**src/IsaPkg.sv**
```systemverilog
package IsaPkg;

  //////////////////////////////////////////////////////////////////////
  // Register file
  //////////////////////////////////////////////////////////////////////

  // Sixteen general purpose registers
  typedef logic [3:0] regIdT;

  // R0 is hardwired to zero so it never forms a hazard
  localparam regIdT regZero = 4'h0;

  //////////////////////////////////////////////////////////////////////
  // Branch conditions
  //////////////////////////////////////////////////////////////////////

  // Encoding of the 3-bit cond field in B and BR instructions
  typedef enum logic [2:0] {
    condNe     = 3'b000,  // Z clear
    condEq     = 3'b001,  // Z set
    condGt     = 3'b010,  // Z and N both clear
    condLt     = 3'b011,  // N set
    condGe     = 3'b100,  // Z set or N clear
    condLe     = 3'b101,  // Z or N set
    condOvf    = 3'b110,  // V set
    condUncond = 3'b111   // Always taken
  } branchCondT;

  //////////////////////////////////////////////////////////////////////
  // ALU flags
  //////////////////////////////////////////////////////////////////////

  // Same bit order as the flag register
  typedef struct packed {
    logic z;  // Result was zero
    logic n;  // Result was negative
    logic v;  // Signed overflow
  } aluFlagsT;

endpackage
```
**src/PipePkg.sv**
```systemverilog
package PipePkg;
  import IsaPkg::*;

  //////////////////////////////////////////////////////////////////////
  // Control words
  //////////////////////////////////////////////////////////////////////

  // Decoder output for the instruction in ID
  typedef struct packed {
    regIdT      srcReg1;    // Rs and the BR target register
    regIdT      srcReg2;    // Rt
    regIdT      destReg;    // Rd
    logic       regWrite;   // Writes the register file in WB
    logic       memEnable;  // Data memory access
    logic       memWrite;   // Store when set with memEnable
    logic       zEn;        // Updates Z
    logic       nvEn;       // Updates N and V
    logic       branch;     // Any branch
    logic       br;         // Register target form
    branchCondT cond;
  } decodeCtlT;

  // What each stage register keeps past ID
  typedef struct packed {
    regIdT destReg;
    logic  regWrite;
    logic  memEnable;
    logic  memWrite;
    logic  zEn;
    logic  nvEn;
  } stageCtlT;

  localparam stageCtlT stageNop = '0;  // Bubble

  //////////////////////////////////////////////////////////////////////
  // Stall and flush lines to the datapath
  //////////////////////////////////////////////////////////////////////

  typedef struct packed {
    logic pcStall;
    logic ifIdStall;
    logic idExStall;
    logic exMemStall;
  } stallCtlT;

  typedef struct packed {
    logic ifFlush;   // IF/ID instruction word to NOP
    logic idFlush;   // ID/EX to NOP
    logic memFlush;  // MEM/WB to NOP
  } flushCtlT;

  // Memory read without write
  function automatic logic isLoad(stageCtlT s);
    return s.memEnable && !s.memWrite;
  endfunction

  function automatic logic setsFlags(stageCtlT s);
    return s.zEn || s.nvEn;
  endfunction

endpackage

```
**src/PipelineControl.sv**
```systemverilog
module PipelineControl
  import IsaPkg::*;
  import PipePkg::*;
(
  input  logic      clk,
  input  logic      reset,
  input  decodeCtlT decodeCtl,    // From the decoder
  input  aluFlagsT  exFlags,      // From the ALU
  input  logic      icacheBusy,
  input  logic      dcacheBusy,
  output stallCtlT  stallCtl,     // To the pipeline registers and PC
  output flushCtlT  flushCtl,
  output logic      branchTaken,  // PC redirect request
  output stageCtlT  wbCtl         // Write-back control
);

  stageCtlT idExCtl;
  stageCtlT exMemCtl;

  //////////////////////////////////////////////////////////////////////
  // Hazards and back-pressure
  //////////////////////////////////////////////////////////////////////

  HazardDetectionUnit HazardDetectionUnit_i (
    .decodeCtl   (decodeCtl),
    .idExCtl     (idExCtl),
    .exMemCtl    (exMemCtl),
    .branchTaken (branchTaken),
    .icacheBusy  (icacheBusy),
    .dcacheBusy  (dcacheBusy),
    .stallCtl    (stallCtl),
    .flushCtl    (flushCtl)
  );

  // ID/EX, EX/MEM and MEM/WB control
  StageControlPipe StageControlPipe_i (
    .clk       (clk),
    .reset     (reset),
    .decodeCtl (decodeCtl),
    .stallCtl  (stallCtl),
    .flushCtl  (flushCtl),
    .idExCtl   (idExCtl),
    .exMemCtl  (exMemCtl),
    .wbCtl     (wbCtl)
  );

  // Flags and predict-not-taken resolution
  BranchCondition BranchCondition_i (
    .clk         (clk),
    .reset       (reset),
    .decodeCtl   (decodeCtl),
    .idExCtl     (idExCtl),
    .idExStall   (stallCtl.idExStall),
    .exFlags     (exFlags),
    .branchTaken (branchTaken)
  );

endmodule

```
**src/BranchCondition.sv**
```systemverilog
module BranchCondition
  import IsaPkg::*;
  import PipePkg::*;
(
  input  logic      clk,
  input  logic      reset,
  input  decodeCtlT decodeCtl,    // Branch in ID
  input  stageCtlT  idExCtl,      // Flag enables of the EX instruction
  input  logic      idExStall,    // EX instruction held in place
  input  aluFlagsT  exFlags,      // ALU flags of the EX instruction
  output logic      branchTaken
);

  aluFlagsT flagQ;    // Z/N/V register
  logic     condMet;

  //////////////////////////////////////////////////////////////////////
  // Flag register
  //////////////////////////////////////////////////////////////////////

  // Load once as the EX instruction moves on
  always_ff @(posedge clk) begin
    if (reset) begin
      flagQ <= '0;
    end else if (setsFlags(idExCtl) && !idExStall) begin
      if (idExCtl.zEn) begin
        flagQ.z <= exFlags.z;
      end
      if (idExCtl.nvEn) begin    // N and V always go together
        flagQ.n <= exFlags.n;
        flagQ.v <= exFlags.v;
      end
    end
  end

  //////////////////////////////////////////////////////////////////////
  // Condition evaluation
  //////////////////////////////////////////////////////////////////////

  always_comb begin
    unique case (decodeCtl.cond)
      condNe:     condMet = !flagQ.z;
      condEq:     condMet = flagQ.z;
      condGt:     condMet = !flagQ.z && !flagQ.n;
      condLt:     condMet = flagQ.n;
      condGe:     condMet = flagQ.z || !flagQ.n;
      condLe:     condMet = flagQ.z || flagQ.n;
      condOvf:    condMet = flagQ.v;
      condUncond: condMet = 1'b1;
    endcase
  end

  // Stall checks are left to the hazard unit
  assign branchTaken = decodeCtl.branch && condMet;

endmodule

```
**src/StageControlPipe.sv**
```systemverilog
module StageControlPipe
  import PipePkg::*;
(
  input  logic      clk,
  input  logic      reset,
  input  decodeCtlT decodeCtl,  // Instruction in ID
  input  stallCtlT  stallCtl,
  input  flushCtlT  flushCtl,
  output stageCtlT  idExCtl,    // ID/EX control register
  output stageCtlT  exMemCtl,   // EX/MEM control register
  output stageCtlT  wbCtl       // MEM/WB control register
);

  stageCtlT idExNext;
  stageCtlT exMemNext;
  stageCtlT wbNext;

  // Keep only what travels past ID
  function automatic stageCtlT toStageCtl(decodeCtlT d);
    stageCtlT s;
    s.destReg   = d.destReg;
    s.regWrite  = d.regWrite;
    s.memEnable = d.memEnable;
    s.memWrite  = d.memWrite;
    s.zEn       = d.zEn;
    s.nvEn      = d.nvEn;
    return s;
  endfunction

  //////////////////////////////////////////////////////////////////////
  // Next state
  //////////////////////////////////////////////////////////////////////

  // Flush wins over hold so a hazard bubble always enters EX
  always_comb begin
    idExNext = idExCtl;
    if (flushCtl.idFlush) begin
      idExNext = stageNop;
    end else if (!stallCtl.idExStall) begin
      idExNext = toStageCtl(decodeCtl);
    end
  end

  always_comb begin
    exMemNext = exMemCtl;  // Held while the data cache is busy
    if (!stallCtl.exMemStall) begin
      exMemNext = idExCtl;
    end
  end

  // No hold on MEM/WB so WB sees a NOP each busy cycle
  always_comb begin
    if (flushCtl.memFlush) begin
      wbNext = stageNop;
    end else begin
      wbNext = exMemCtl;
    end
  end

  //////////////////////////////////////////////////////////////////////
  // Stage registers
  //////////////////////////////////////////////////////////////////////

  always_ff @(posedge clk) begin
    if (reset) begin
      idExCtl <= stageNop;
    end else begin
      idExCtl <= idExNext;
    end
  end

  always_ff @(posedge clk) begin
    if (reset) begin
      exMemCtl <= stageNop;
    end else begin
      exMemCtl <= exMemNext;
    end
  end

  always_ff @(posedge clk) begin
    if (reset) begin
      wbCtl <= stageNop;
    end else begin
      wbCtl <= wbNext;
    end
  end

endmodule

```
**src/HazardDetectionUnit.sv**
```systemverilog
module HazardDetectionUnit
  import IsaPkg::*;
  import PipePkg::*;
(
  input  decodeCtlT decodeCtl,    // Instruction in ID
  input  stageCtlT  idExCtl,      // Instruction in EX
  input  stageCtlT  exMemCtl,     // Instruction in MEM
  input  logic      branchTaken,  // Branch in ID meets its condition
  input  logic      icacheBusy,   // Fetch miss pending
  input  logic      dcacheBusy,   // Data access pending
  output stallCtlT  stallCtl,
  output flushCtlT  flushCtl
);

  logic idExLoad;       // LW sitting in EX
  logic idExFlags;      // EX instruction will write flags
  logic loadUseHazard;
  logic bHazard;
  logic brInst;
  logic brExHazard;     // Rs produced by the EX instruction
  logic brMemHazard;    // Rs produced by the MEM instruction
  logic brHazard;
  logic anyHazard;

  //////////////////////////////////////////////////////////////////////
  // Load-to-use
  //////////////////////////////////////////////////////////////////////

  assign idExLoad = isLoad(idExCtl);

  // Rt of a store is covered by MEM-to-MEM forwarding
  assign loadUseHazard = idExLoad && (idExCtl.destReg != regZero) &&
      ((idExCtl.destReg == decodeCtl.srcReg1) ||
       ((idExCtl.destReg == decodeCtl.srcReg2) && !decodeCtl.memWrite));

  //////////////////////////////////////////////////////////////////////
  // Branches
  //////////////////////////////////////////////////////////////////////

  assign idExFlags = setsFlags(idExCtl);

  // Flags not settled until the EX instruction leaves
  assign bHazard = decodeCtl.branch && idExFlags;

  assign brInst = decodeCtl.branch && decodeCtl.br;

  assign brExHazard = idExCtl.regWrite && (idExCtl.destReg != regZero) &&
      (idExCtl.destReg == decodeCtl.srcReg1);

  assign brMemHazard = exMemCtl.regWrite && (exMemCtl.destReg != regZero) &&
      (exMemCtl.destReg == decodeCtl.srcReg1);

  // BR reads its target in ID so both older writers block it
  assign brHazard = brInst && (idExFlags || brExHazard || brMemHazard);

  assign anyHazard = loadUseHazard || bHazard || brHazard;

  //////////////////////////////////////////////////////////////////////
  // Stall and flush
  //////////////////////////////////////////////////////////////////////

  // Data cache freezes everything from EX/MEM backwards
  assign stallCtl.exMemStall = dcacheBusy;
  assign stallCtl.idExStall  = dcacheBusy;
  assign stallCtl.ifIdStall  = dcacheBusy || anyHazard;
  assign stallCtl.pcStall    = icacheBusy || dcacheBusy || anyHazard;

  // Bubble into WB while the memory stage waits
  assign flushCtl.memFlush = dcacheBusy;

  // Bubble into EX behind a held ID instruction
  assign flushCtl.idFlush = anyHazard;

  // Kill the fetched word on a miss or on a redirect that is acted on
  assign flushCtl.ifFlush = icacheBusy ||
      (branchTaken && decodeCtl.branch && !dcacheBusy && !anyHazard);

endmodule

```
**config.mk**
```make
export PLATFORM = sky130hd
export DESIGN_NAME = PipelineControl
export DESIGN_NICKNAME = d
export VERILOG_FILES = /design/src/IsaPkg.sv /design/src/PipePkg.sv /design/src/PipelineControl.sv /design/src/BranchCondition.sv /design/src/StageControlPipe.sv /design/src/HazardDetectionUnit.sv
export SDC_FILE = /design/constraint.sdc
export NUM_CORES = 1
export LEC_CHECK = 0
export CORE_MARGIN = 3
export CORE_UTILIZATION = 25
export DETAILED_ROUTE_END_ITERATION = 8
export DONT_BUFFER_PORTS = 1
export GPL_ROUTABILITY_DRIVEN = 0
export SYNTH_ARGS = -nofsm -noshare
export SYNTH_HDL_FRONTEND = slang
export SYNTH_HIERARCHICAL = 1
export SYNTH_SLANG_ARGS = --single-unit
export TNS_END_PERCENT = 10
```
**constraint.sdc**
```tcl
create_clock -name clk -period 2.58 [get_ports clk]
set_input_delay 0.129 -clock clk [delete_from_list [all_inputs] [get_ports clk]]
set_output_delay 0.129 -clock clk [all_outputs]
set_load 0.03 [all_outputs]
```
==> results of run 1 <==
==> area by class of cell <==
type                    instances  area, um2  share of cell area [%]
multi-input cells             102        774                    45.1
flip-flops and latches         30        601                    35.0
repair buffers                 15        145                    8.45
clock buffers                   8        110                    6.41
well taps                      70       87.6                    5.10
==> cell usage after synthesis <==
cell type	number
nor3b_1	4
buf_6	1
buf_4	7
a221oi_4	1
nor4b_1	1
or2_2	1
nor2b_1	4
nand3b_1	2
dfxtp_1	30
a22oi_1	1
o21ai_0	1
nor2_1	25
nand3_1	2
o21ai_1	1
nand2_1	3
maj3_1	1
nand2b_1	1
a221oi_2	1
or2_0	1
nor4_4	2
mux2i_1	21
or2b_1	1
nor4_2	1
and4b_1	1
nor3_1	2
nor4_1	1
a31oi_1	1
xor2_1	11
and2_1	9
a31o_1	1
nor2_8	1
==> metal layers <==
metal  wire (um)  vias to the layer above
met4         105                        0
li1            -                      509
met5           0                        -
met2        1280                       32
met1        1460                      463
met3         267                        8
==> logic make-up (layout without fill, tap and decap cells) <==
| family | after synthesis | after routing | synth area share (%) |
|---|---|---|---|
| AO/OA/AOI/OAI | 7 | 7 | 5.15 |
| flip-flops | 30 | 30 | 41.9 |
| AND/OR/NAND/NOR | 62 | 62 | 26.4 |
| XOR/XNOR | 11 | 11 | 6.72 |
| buffers and inverters | 8 | 23 | 4.45 |
| multiplexers | 21 | 21 | 14.7 |
| adder cells (fa/ha/maj) | 1 | 1 | 0.699 |
==> worst max-delay path: stages, from the launching register on <==
cell and delay (ps):
dfxtp_1 410, nor4_4 370, nor3b_1 130, a221oi_4 320
a31o_1 400
==> final timing paths <==
path | from | end | slack [ps] | cells past startpoint
setup / recovery | StageControlPipe_i/idExCtl[8]$_SDFFE_PP0N_ | flushCtl[2] | 550 | 4
setup reg to reg | StageControlPipe_i/idExCtl[8]$_SDFFE_PP0N_ | StageControlPipe_i/idExCtl[7]$_SDFFE_PP0N_ | 570 | 6
hold reg to reg | StageControlPipe_i/exMemCtl[2]$_SDFFE_PP0N_ | StageControlPipe_i/wbCtl[2]$_SDFF_PP0_ | 460 | 1
hold / removal | dcacheBusy | StageControlPipe_i/exMemCtl[6]$_SDFFE_PP0N_ | 10 | 2
==> per-stage QoR <==
step | cells | power (W) | cell area [um2] | setup slack (ps)
6_report | 225 | 0.00107 | 1720 | 546
3_5_place_dp | 204 | 0.000622 | 1480 | 590
3_3_place_gp | 204 | 0.000621 | 1480 | 651
4_1_cts | 225 | 0.00109 | 1720 | 512
5_1_grt | 225 | 0.00113 | 1720 | 336
2_1_floorplan | 140 | 0.000626 | 1430 | 88.8
==> registers in the layout, indices dropped and copies added, names as in the netlist <==
signal / cells
StageControlPipe_i/wbCtl: 9
StageControlPipe_i/exMemCtl: 9
StageControlPipe_i/idExCtl: 9
BranchCondition_i/flagQ: 3
==> power by group through the flow <==
| stage | clock, W | sequential [W] | combinational (W) |
|---|---|---|---|
| floorplan | 0 | 0.000508 | 0.000118 |
| global placement | 0 | 0.000513 | 0.000108 |
| detailed placement | 0 | 0.000514 | 0.000108 |
| CTS | 0.000456 | 0.000503 | 0.000127 |
| global route | 0.000486 | 0.000506 | 0.000139 |
| finish | 0.000442 | 0.000504 | 0.000126 |
==> run metrics, run 1 <==
die area=about 6700 um2; per-cell routed wire length=13.8 um; die width=between 80 and 90 um; RSZ-0062 raised after global routing=no; Combinational Power Share=about an eighth; top-area cell type share of the netlist area=a little over two fifths; Yosys warnings=6; clock share of power=about 41%; Cell Int Power=approximately 0.00081 W; Mapped Area=roughly 1400 um2; Rel. slew slack=between 60% and 70%; Worst Path Required=roughly 2500 ps; antenna viol nets, final=0; commonest non-fill, non-tap cell in the layout=dfxtp_1; Peak VDD IR=roughly 0.18 mV; post-CTS sizing=0; fin crit share=just under 80%; Final setup viols=0; std cell rows=26; total routed wirelength=3.11 mm; status=finished clean; vias in the first global route=1042; proportion of layout cells with a drive suffix above 1=a little under an eighth; Reg clk slew, reported paths=about 60 ps; Synth Area per Inst=between 10 and 15 um2; fmax=around 0.49 GHz; vias post-DR=1012; critical path type=flop to primary output; TritonCTS clock tree=yes; GR Util All Layers=between 10% and 20%; Filler cells=between 500 and 600; Worst-Margin Slew=498 ps; Area contributors post-synth=dfxtp_1, mux2i_1, xor2_1; met1 usage=about 12%; Clk Latency, worst-skew pair=between 200 and 300 ps; clock sink count=30; crit path time final=2030 ps; Final Util=between 30% and 40%; Die Ht=between 80 and 90 um; Final Hold Vio Count=0; Crit Path Max Fanout=5; switch share=about a quarter; GRT Residual Overflow=0; Max Root-Sink Buffers=2; detailed placer's ending HPWL=about 2.3 mm; CTS Hold Buffers Added=13; sequential share of power=a little under half; area leader, netlist=dfxtp_1; Post-Syn Nets=around 170; GRT met3 Usage=between 4 and 5%; Area Overhead vs Synth=19.9%; grt met2 use=roughly 15%; Initial Utilization=roughly 27%; Iteration-0 DRC Markers=29; I/O pin total=46; final net count=183; largest net degree at the start of global routing=28; H-tree depth=2; P_leak=approximately 0.69 nW; TritonCTS Buffers=5; power density cells=~620 nW/um2; Mapped Cells=140; post-CTS setup buffer count=0; via/cell ratio=4.50; max_cap viols=0; Final Slew Violations=0; CP startpoint kind=flop; gr busiest metal=met2; setup TNS=0 ps; Switch Pwr=0.000258 W; Clock Skew=between 3 and 4 ps; first-pass GRT wire length=a little over 5 mm; initial antenna violation count=0; Synth Register Bits=30; Port-buffer cells=0; clk root buf=clkbuf_8; ant diodes=0; Worst Setup End Kind=primary output; HP Class=primary input to flop; Detailed Routing Iterations Pass 1=4; most frequent cells in the layout=dfxtp_1, nor2_1, mux2i_1; DRC violations left=0; Unique masters post-synth=31; post-synthesis sequential area ratio=between 40% and 50%; CP Data Arrival Time=about 1900 ps; Fin Hold WS=between 10 and 15 ps; core area=5340 um2
Power figures use the tool's default switching activity.
==> inputs of run 2 (changes only) <==
Settings changed: ABC_AREA set to 1.
Clock period 2.58 ns to 1.9 ns, I/O delays scaled along.
==> run metrics, run 2 <==
status=finished clean; detailed placer's ending HPWL=approximately 2.7 mm; max_cap viols=0; RSZ-0062 raised after global routing=no; initial antenna violation count=0; Filler cells=between 600 and 700; proportion of layout cells with a drive suffix above 1=10.9%; Rel. slew slack=just under 30%; fmax=approximately 0.57 GHz; CP Data Arrival Time=1650 ps; Area contributors post-synth=dfxtp_1, nand2_1, nor2_1; Largest regs=StageControlPipe_i/exMemCtl (9), StageControlPipe_i/idExCtl (9), StageControlPipe_i/wbCtl (9); Async SR Flop Fraction=0%; HP Class=primary input to flop; post-synthesis sequential area ratio=between 30% and 40%; die area=about 7300 um2; GR Util All Layers=about 10%; P_leak=0.932 nW; post-CTS setup buffer count=0; TritonCTS Buffers=5; Critical R2R Capture=StageControlPipe_i/idExCtl[8]$_SDFFE_PP0N_; Final Hold Vio Count=0; Synth Register Bits=30; power density cells=approximately 790 nW/um2; PnR Total Power=0.00150 W; Critical-path top delay cell=dfxtp_1; setup TNS=0 ps; Area Overhead vs Synth=20.0%; Finished Layout Cells=350; Main synth FF type=dfxtp_1; DRC violations left=0; Unique masters post-synth=23; per-cell routed wire length=roughly 10 um; crit path time final=between 1500 and 2000 ps; Reg clk slew, reported paths=about 70 ps; most instantiated cells after synthesis=nand2_1, nor2_1, inv_1; vias in the first global route=1307; fin crit share=between 90 and 100%; clock sink count=30; final net count=303; antenna viol nets, final=0; vias post-DR=roughly 1400; Port-buffer cells=0; die width=between 80 and 90 um; crit-path most repeated cell=nand2_1; TritonCTS clock tree=yes; crit path cell chain=nand2_1 > nand2_1 > nor2_1 > nand2_1 > nand2_1 > a21oi_2 > nand4_1; Worst Path Required=1800 ps; Final setup viols=0; area leader, netlist=dfxtp_1; GRT Residual Overflow=0; top-area cell type share of the netlist area=about two fifths; critical path type=flop to primary output; H-tree depth=2; I/O pin total=46; Detailed Routing Iterations Pass 1=4; CP startpoint kind=flop; Max Root-Sink Buffers=2; Mapped Area=1580 um2; Worst R2R Start=StageControlPipe_i/idExCtl[7]$_SDFFE_PP0N_; core area=around 6000 um2; most common cell in the synthesized netlist=nand2_1; clk root buf=clkbuf_8; Clock Skew=7.62 ps; Buf/Inv on CP=0; via/cell ratio=a little over 4; Crit Path Max Fanout=6; Synth Area per Inst=a little over 6 um2; Top delay family on crit path=simple AND/OR/NAND/NOR gates; Iteration-0 DRC Markers=84; max incr delay on CP=470 ps; largest net degree at the start of global routing=31; Reg2Reg Depth=10; Final Slew Violations=0; Clk Latency, worst-skew pair=around 280 ps; total routed wirelength=3.63 mm; hold_sp=decodeCtl[6]; ant diodes=0; Initial Utilization=a little over a quarter; Post-Syn Nets=~290; Seq. cell area=~600 um2; Die Ht=between 80 and 90 um; flop-to-flop setup slack=between 300 and 400 ps; Hold Path Sink=StageControlPipe_i/idExCtl[1]$_SDFFE_PP0N_; Cells on Worst Hold Path=4; area occupied by multi-input gates=about 740 um2; post-placement cell count=324; Worst-Margin Slew=roughly 1100 ps; Mapped Cells=between 200 and 300; most frequent cells in the layout=nand2_1, nor2_1, inv_1; Peak VDD IR=0.341 mV; Yosys warnings=6; EDFF count, synth=0; std cell rows=28; first-pass GRT wire length=5.89 mm; Worst Setup End Kind=primary output; commonest non-fill, non-tap cell in the layout=nand2_1
-- run 2: through the flow --
stage / area (um2) / hold slack (ps) / setup WS [ps] / utilization (%)
4_1_cts: 1880 / 1.58 / 84.6 / 31.2
6_report: 1900 / 11.8 / 156 / 31.5
5_1_grt: 1900 / 14.6 / 33.0 / 31.5
2_1_floorplan: 1580 / 164 / 193 / -
3_3_place_gp: 1610 / 165 / 217 / 26.8
3_5_place_dp: 1610 / 167 / 204 / 26.8
-- run 2: worst max path at each step --
stage / from / to / slack (ps) / cells past startpoint
detailed placement: StageControlPipe_i/idExCtl[8]$_SDFFE_PP0N_ / StageControlPipe_i/idExCtl[7]$_SDFFE_PP0N_ / 200 / 10
finish: StageControlPipe_i/idExCtl[7]$_SDFFE_PP0N_ / stallCtl[3] / 160 / 7
floorplan: BranchCondition_i/flagQ[2]$_SDFFE_PP0P_ / flushCtl[2] / 190 / 10
global route: StageControlPipe_i/idExCtl[7]$_SDFFE_PP0N_ / flushCtl[1] / 30 / 9
global placement: StageControlPipe_i/idExCtl[8]$_SDFFE_PP0N_ / StageControlPipe_i/idExCtl[8]$_SDFFE_PP0N_ / 220 / 10
CTS: StageControlPipe_i/idExCtl[8]$_SDFFE_PP0N_ / stallCtl[3] / 80 / 7
-- run 2: power by group --
part           leakage (nW)  internal, W  switching (W)
Combinational         0.638     0.000102       0.000152
Clock                0.0472     0.000291       0.000247
Sequential            0.247     0.000667      0.0000424
Total                 0.932      0.00106       0.000441
-- run 2: final cells by class --
class,instances,share of cell area [%]
Multi-Input combinational cell,171,38.9
Sequential cell,30,31.7
Timing Repair Buffer,20,10.3
Inverter,46,9.10
Tap cell,75,4.95
Clock buffer,6,4.35
Clock inverter,2,0.660
-- run 2: repair_timing --
| action | CTS | global route |
|---|---|---|
| hold endpoints to repair | 20 | 6 |
| resized for setup | 0 | 3 |
| hold buffers | 17 | 1 |
| endpoints found under the setup margin | 0 | 11 |
-- run 2: worst reg2reg max path, stage by stage (launching register included) --
cell and delay (ps):
dfxtp_1 470, nand2_1 90, nand2_1 70, nor2_1 60, nand2_1 60, nand2_1 60
a21oi_2 180, nand2_1 130, nor2_4 220, nand2_1 80, nor2_1 90
-- run 2: layer usage --
metal	wire length, um	up-vias	part of all wire (%)	track usage (%)
met4	40	0	1.1	3.88
met5	0	-	0	0
met1	1600	616	44	11.8
met2	1750	28	48	17.3
met3	231	5	6.4	4.03
li1	-	775	-	-
-- run 2: logic make-up (layout without fill, tap and decap cells) --
group           Yosys count  in the layout  synth area share, %
simple gates            160            160                 41.6
buf+inv                  55             74                 15.8
xor+xnor                  1              1                0.554
flops                    30             30                 38.0
compound gates           10             10                 4.04
==> inputs of run 3 (changes only) <==
Settings changed: PLACE_DENSITY set to 0.48, SYNTH_HIERARCHICAL 1 to unset.
Clock period 1.9 ns to 2.05 ns, I/O delays scaled along.
==> run metrics, run 3 <==
Area contributors post-synth=dfxtp_1, nand2_1, nor2_1; largest net degree at the start of global routing=32; Async SR Flop Fraction=0%; hold_sp=decodeCtl[11]; setup TNS=0 ps; crit-path most repeated cell=nand2_1; post-CTS sizing=0; crit path from=StageControlPipe_i.idExCtl[7]$_SDFFE_PP0N_; H-tree depth=2; most instantiated cells after synthesis=nand2_1, nor2_1, inv_1; via/cell ratio=4.15; Max Root-Sink Buffers=2; max_cap viols=0; die width=81.2 um; pre-CTS WS=between 500 and 600 ps; GR Util All Layers=11.3%; Area Overhead vs Synth=19.6%; top-area cell type share of the netlist area=between 40% and 50%; Initial Utilization=between 20% and 30%; HP Class=primary input to flop; Critical-path top delay cell=dfxtp_1; status=finished clean; CP Data Arrival Time=around 1700 ps; critical path type=flop to primary output; vias in the first global route=1143; Reg clk slew, reported paths=about 60 ps; clk root buf=clkbuf_8; post-synthesis sequential area ratio=between 40 and 50%; Final Slew Violations=0; std cell rows=26; Worst R2R Start=StageControlPipe_i.idExCtl[7]$_SDFFE_PP0N_; detailed placer's ending HPWL=between 2 and 3 mm; fmax=around 0.56 GHz; Rel. slew slack=slightly above 70%; fin crit share=between 80% and 90%; setup ws final=about 260 ps; crit path cell chain=inv_1 > nand2_1 > nand2_1 > nor2_1 > nand3_1 > nand3_1 > nand2_1 > nand4_1; Yosys warnings=0; CP startpoint kind=flop; core area=5270 um2; first-pass GRT wire length=~5.6 mm; TritonCTS Buffers=5; Port-buffer cells=0; Synth Register Bits=30; Die Ht=81.2 um; Reg2Reg Depth=9; Hold Path Sink=StageControlPipe_i.idExCtl[6]$_SDFFE_PP0N_; Filler cells=~600; GRT Residual Overflow=0; Buf/Inv on CP=1; TritonCTS clock tree=yes; Detailed Routing Iterations Pass 1=4; Crit Path Max Fanout=5; Top delay family on crit path=simple AND/OR/NAND/NOR gates; Largest regs=StageControlPipe_i.exMemCtl (9), StageControlPipe_i.idExCtl (9), StageControlPipe_i.wbCtl (9); most frequent cells in the layout=nand2_1, nor2_1, inv_1; P_leak=between 0.7 and 0.8 nW; proportion of layout cells with a drive suffix above 1=a little under 5%; Final Hold Vio Count=0; vias post-DR=1242; DRC violations left=0; total routed wirelength=3.48 mm; Seq. cell area=601 um2; Peak VDD IR=between 0.2 and 0.3 mV; EDFF count, synth=0; Mapped Cells=approximately 220; Critical R2R Capture=StageControlPipe_i.idExCtl[2]$_SDFFE_PP0N_; RSZ-0062 raised after global routing=no; antenna viol nets, final=0; area leader, netlist=dfxtp_1; crit path time final=1790 ps; Unique masters post-synth=18; Iteration-0 DRC Markers=63; I/O pin total=46; ant diodes=0; Mapped Area=~1400 um2; Worst Path Required=around 2000 ps; initial antenna violation count=0; max incr delay on CP=400 ps; area occupied by multi-input gates=approximately 630 um2; die area=between 6000 and 7000 um2; Clock Skew=6.94 ps; Cells on Worst Hold Path=2; final net count=roughly 260; most common cell in the synthesized netlist=nand2_1; Main synth FF type=dfxtp_1; per-cell routed wire length=11.6 um; flop-to-flop setup slack=620 ps; commonest non-fill, non-tap cell in the layout=nand2_1; Synth Area per Inst=about 6.5 um2; Clk Latency, worst-skew pair=280 ps; Worst Setup End Kind=primary output; Final setup viols=0; Post-Syn Nets=between 200 and 250; power density cells=about 850 nW/um2; Worst-Margin Slew=~430 ps; clock sink count=30
[run 3: per-layer routing]
metal  track usage (%)  wire length [um]  share of wire [%]
met4              4.56                49                1.4
met2              16.8              1560                 45
met5                 0                 0                  0
met1              15.3              1690                 49
met3              3.33               179                5.1
[run 3: how the worst max path moves through the flow]
stage,end,cells after the start
CTS,stallCtl[3],8
global placement,stallCtl[3],8
floorplan,stallCtl[3],8
global route,stallCtl[3],8
finish,stallCtl[3],8
detailed placement,stallCtl[3],8
[run 3: area by class of cell]
type / count / share of cell area (%)
clock buffer: 5 / 4.07
sequential: 30 / 35.6
timing repair buffer: 13 / 7.70
clock inverter: 3 / 2.37
tap: 70 / 5.19
inverter: 35 / 7.78
multi-input combinational: 143 / 37.3
[run 3: cell families (layout without fill, tap and decap cells)]
| kind of cell | after synthesis | count (layout) | share of synthesized area (%) |
|---|---|---|---|
| and+or+nand+nor | 106 | 106 | 30.1 |
| DFF | 30 | 30 | 42.5 |
| buffers and inverters | 44 | 56 | 12.8 |
| AOI/OAI and AO/OA | 36 | 36 | 13.9 |
| xor gates and xnor gates | 1 | 1 | 0.620 |
[run 3: where the power goes]
part	switching [W]	internal, W
registers	0.0000283	0.000616
logic	0.000124	0.0000722
clock network	0.000229	0.000357
[run 3: per-stage QoR]
stage               utilization, %  hold WS, ps  area, um2  std cells  power, W
finish                        32.1         9.12       1690        299   0.00143
global route                  32.1         6.21       1690        299   0.00150
CTS                           32.1       0.0513       1690        299   0.00144
detailed placement            27.5          175       1450        278  0.000833
global placement              27.5          173       1450        278  0.000833
floorplan                        -          172       1410        217  0.000822
[run 3: worst reg2reg max path, cell delays in order (launching register included)]
cell	delay [ps]
dfxtp_1	400
inv_1	100
nand2_1	60
nand2_1	50
nor2_1	160
nand3_1	90
nand3_1	80
nand2_1	150
nand3_4	190
nor2_1	60
[run 3: timing repair]
action | in CTS | in global routing
hold buffers | 13 | 0
endpoints found under the hold margin | 18 | 0
setup buffers | 0 | 0
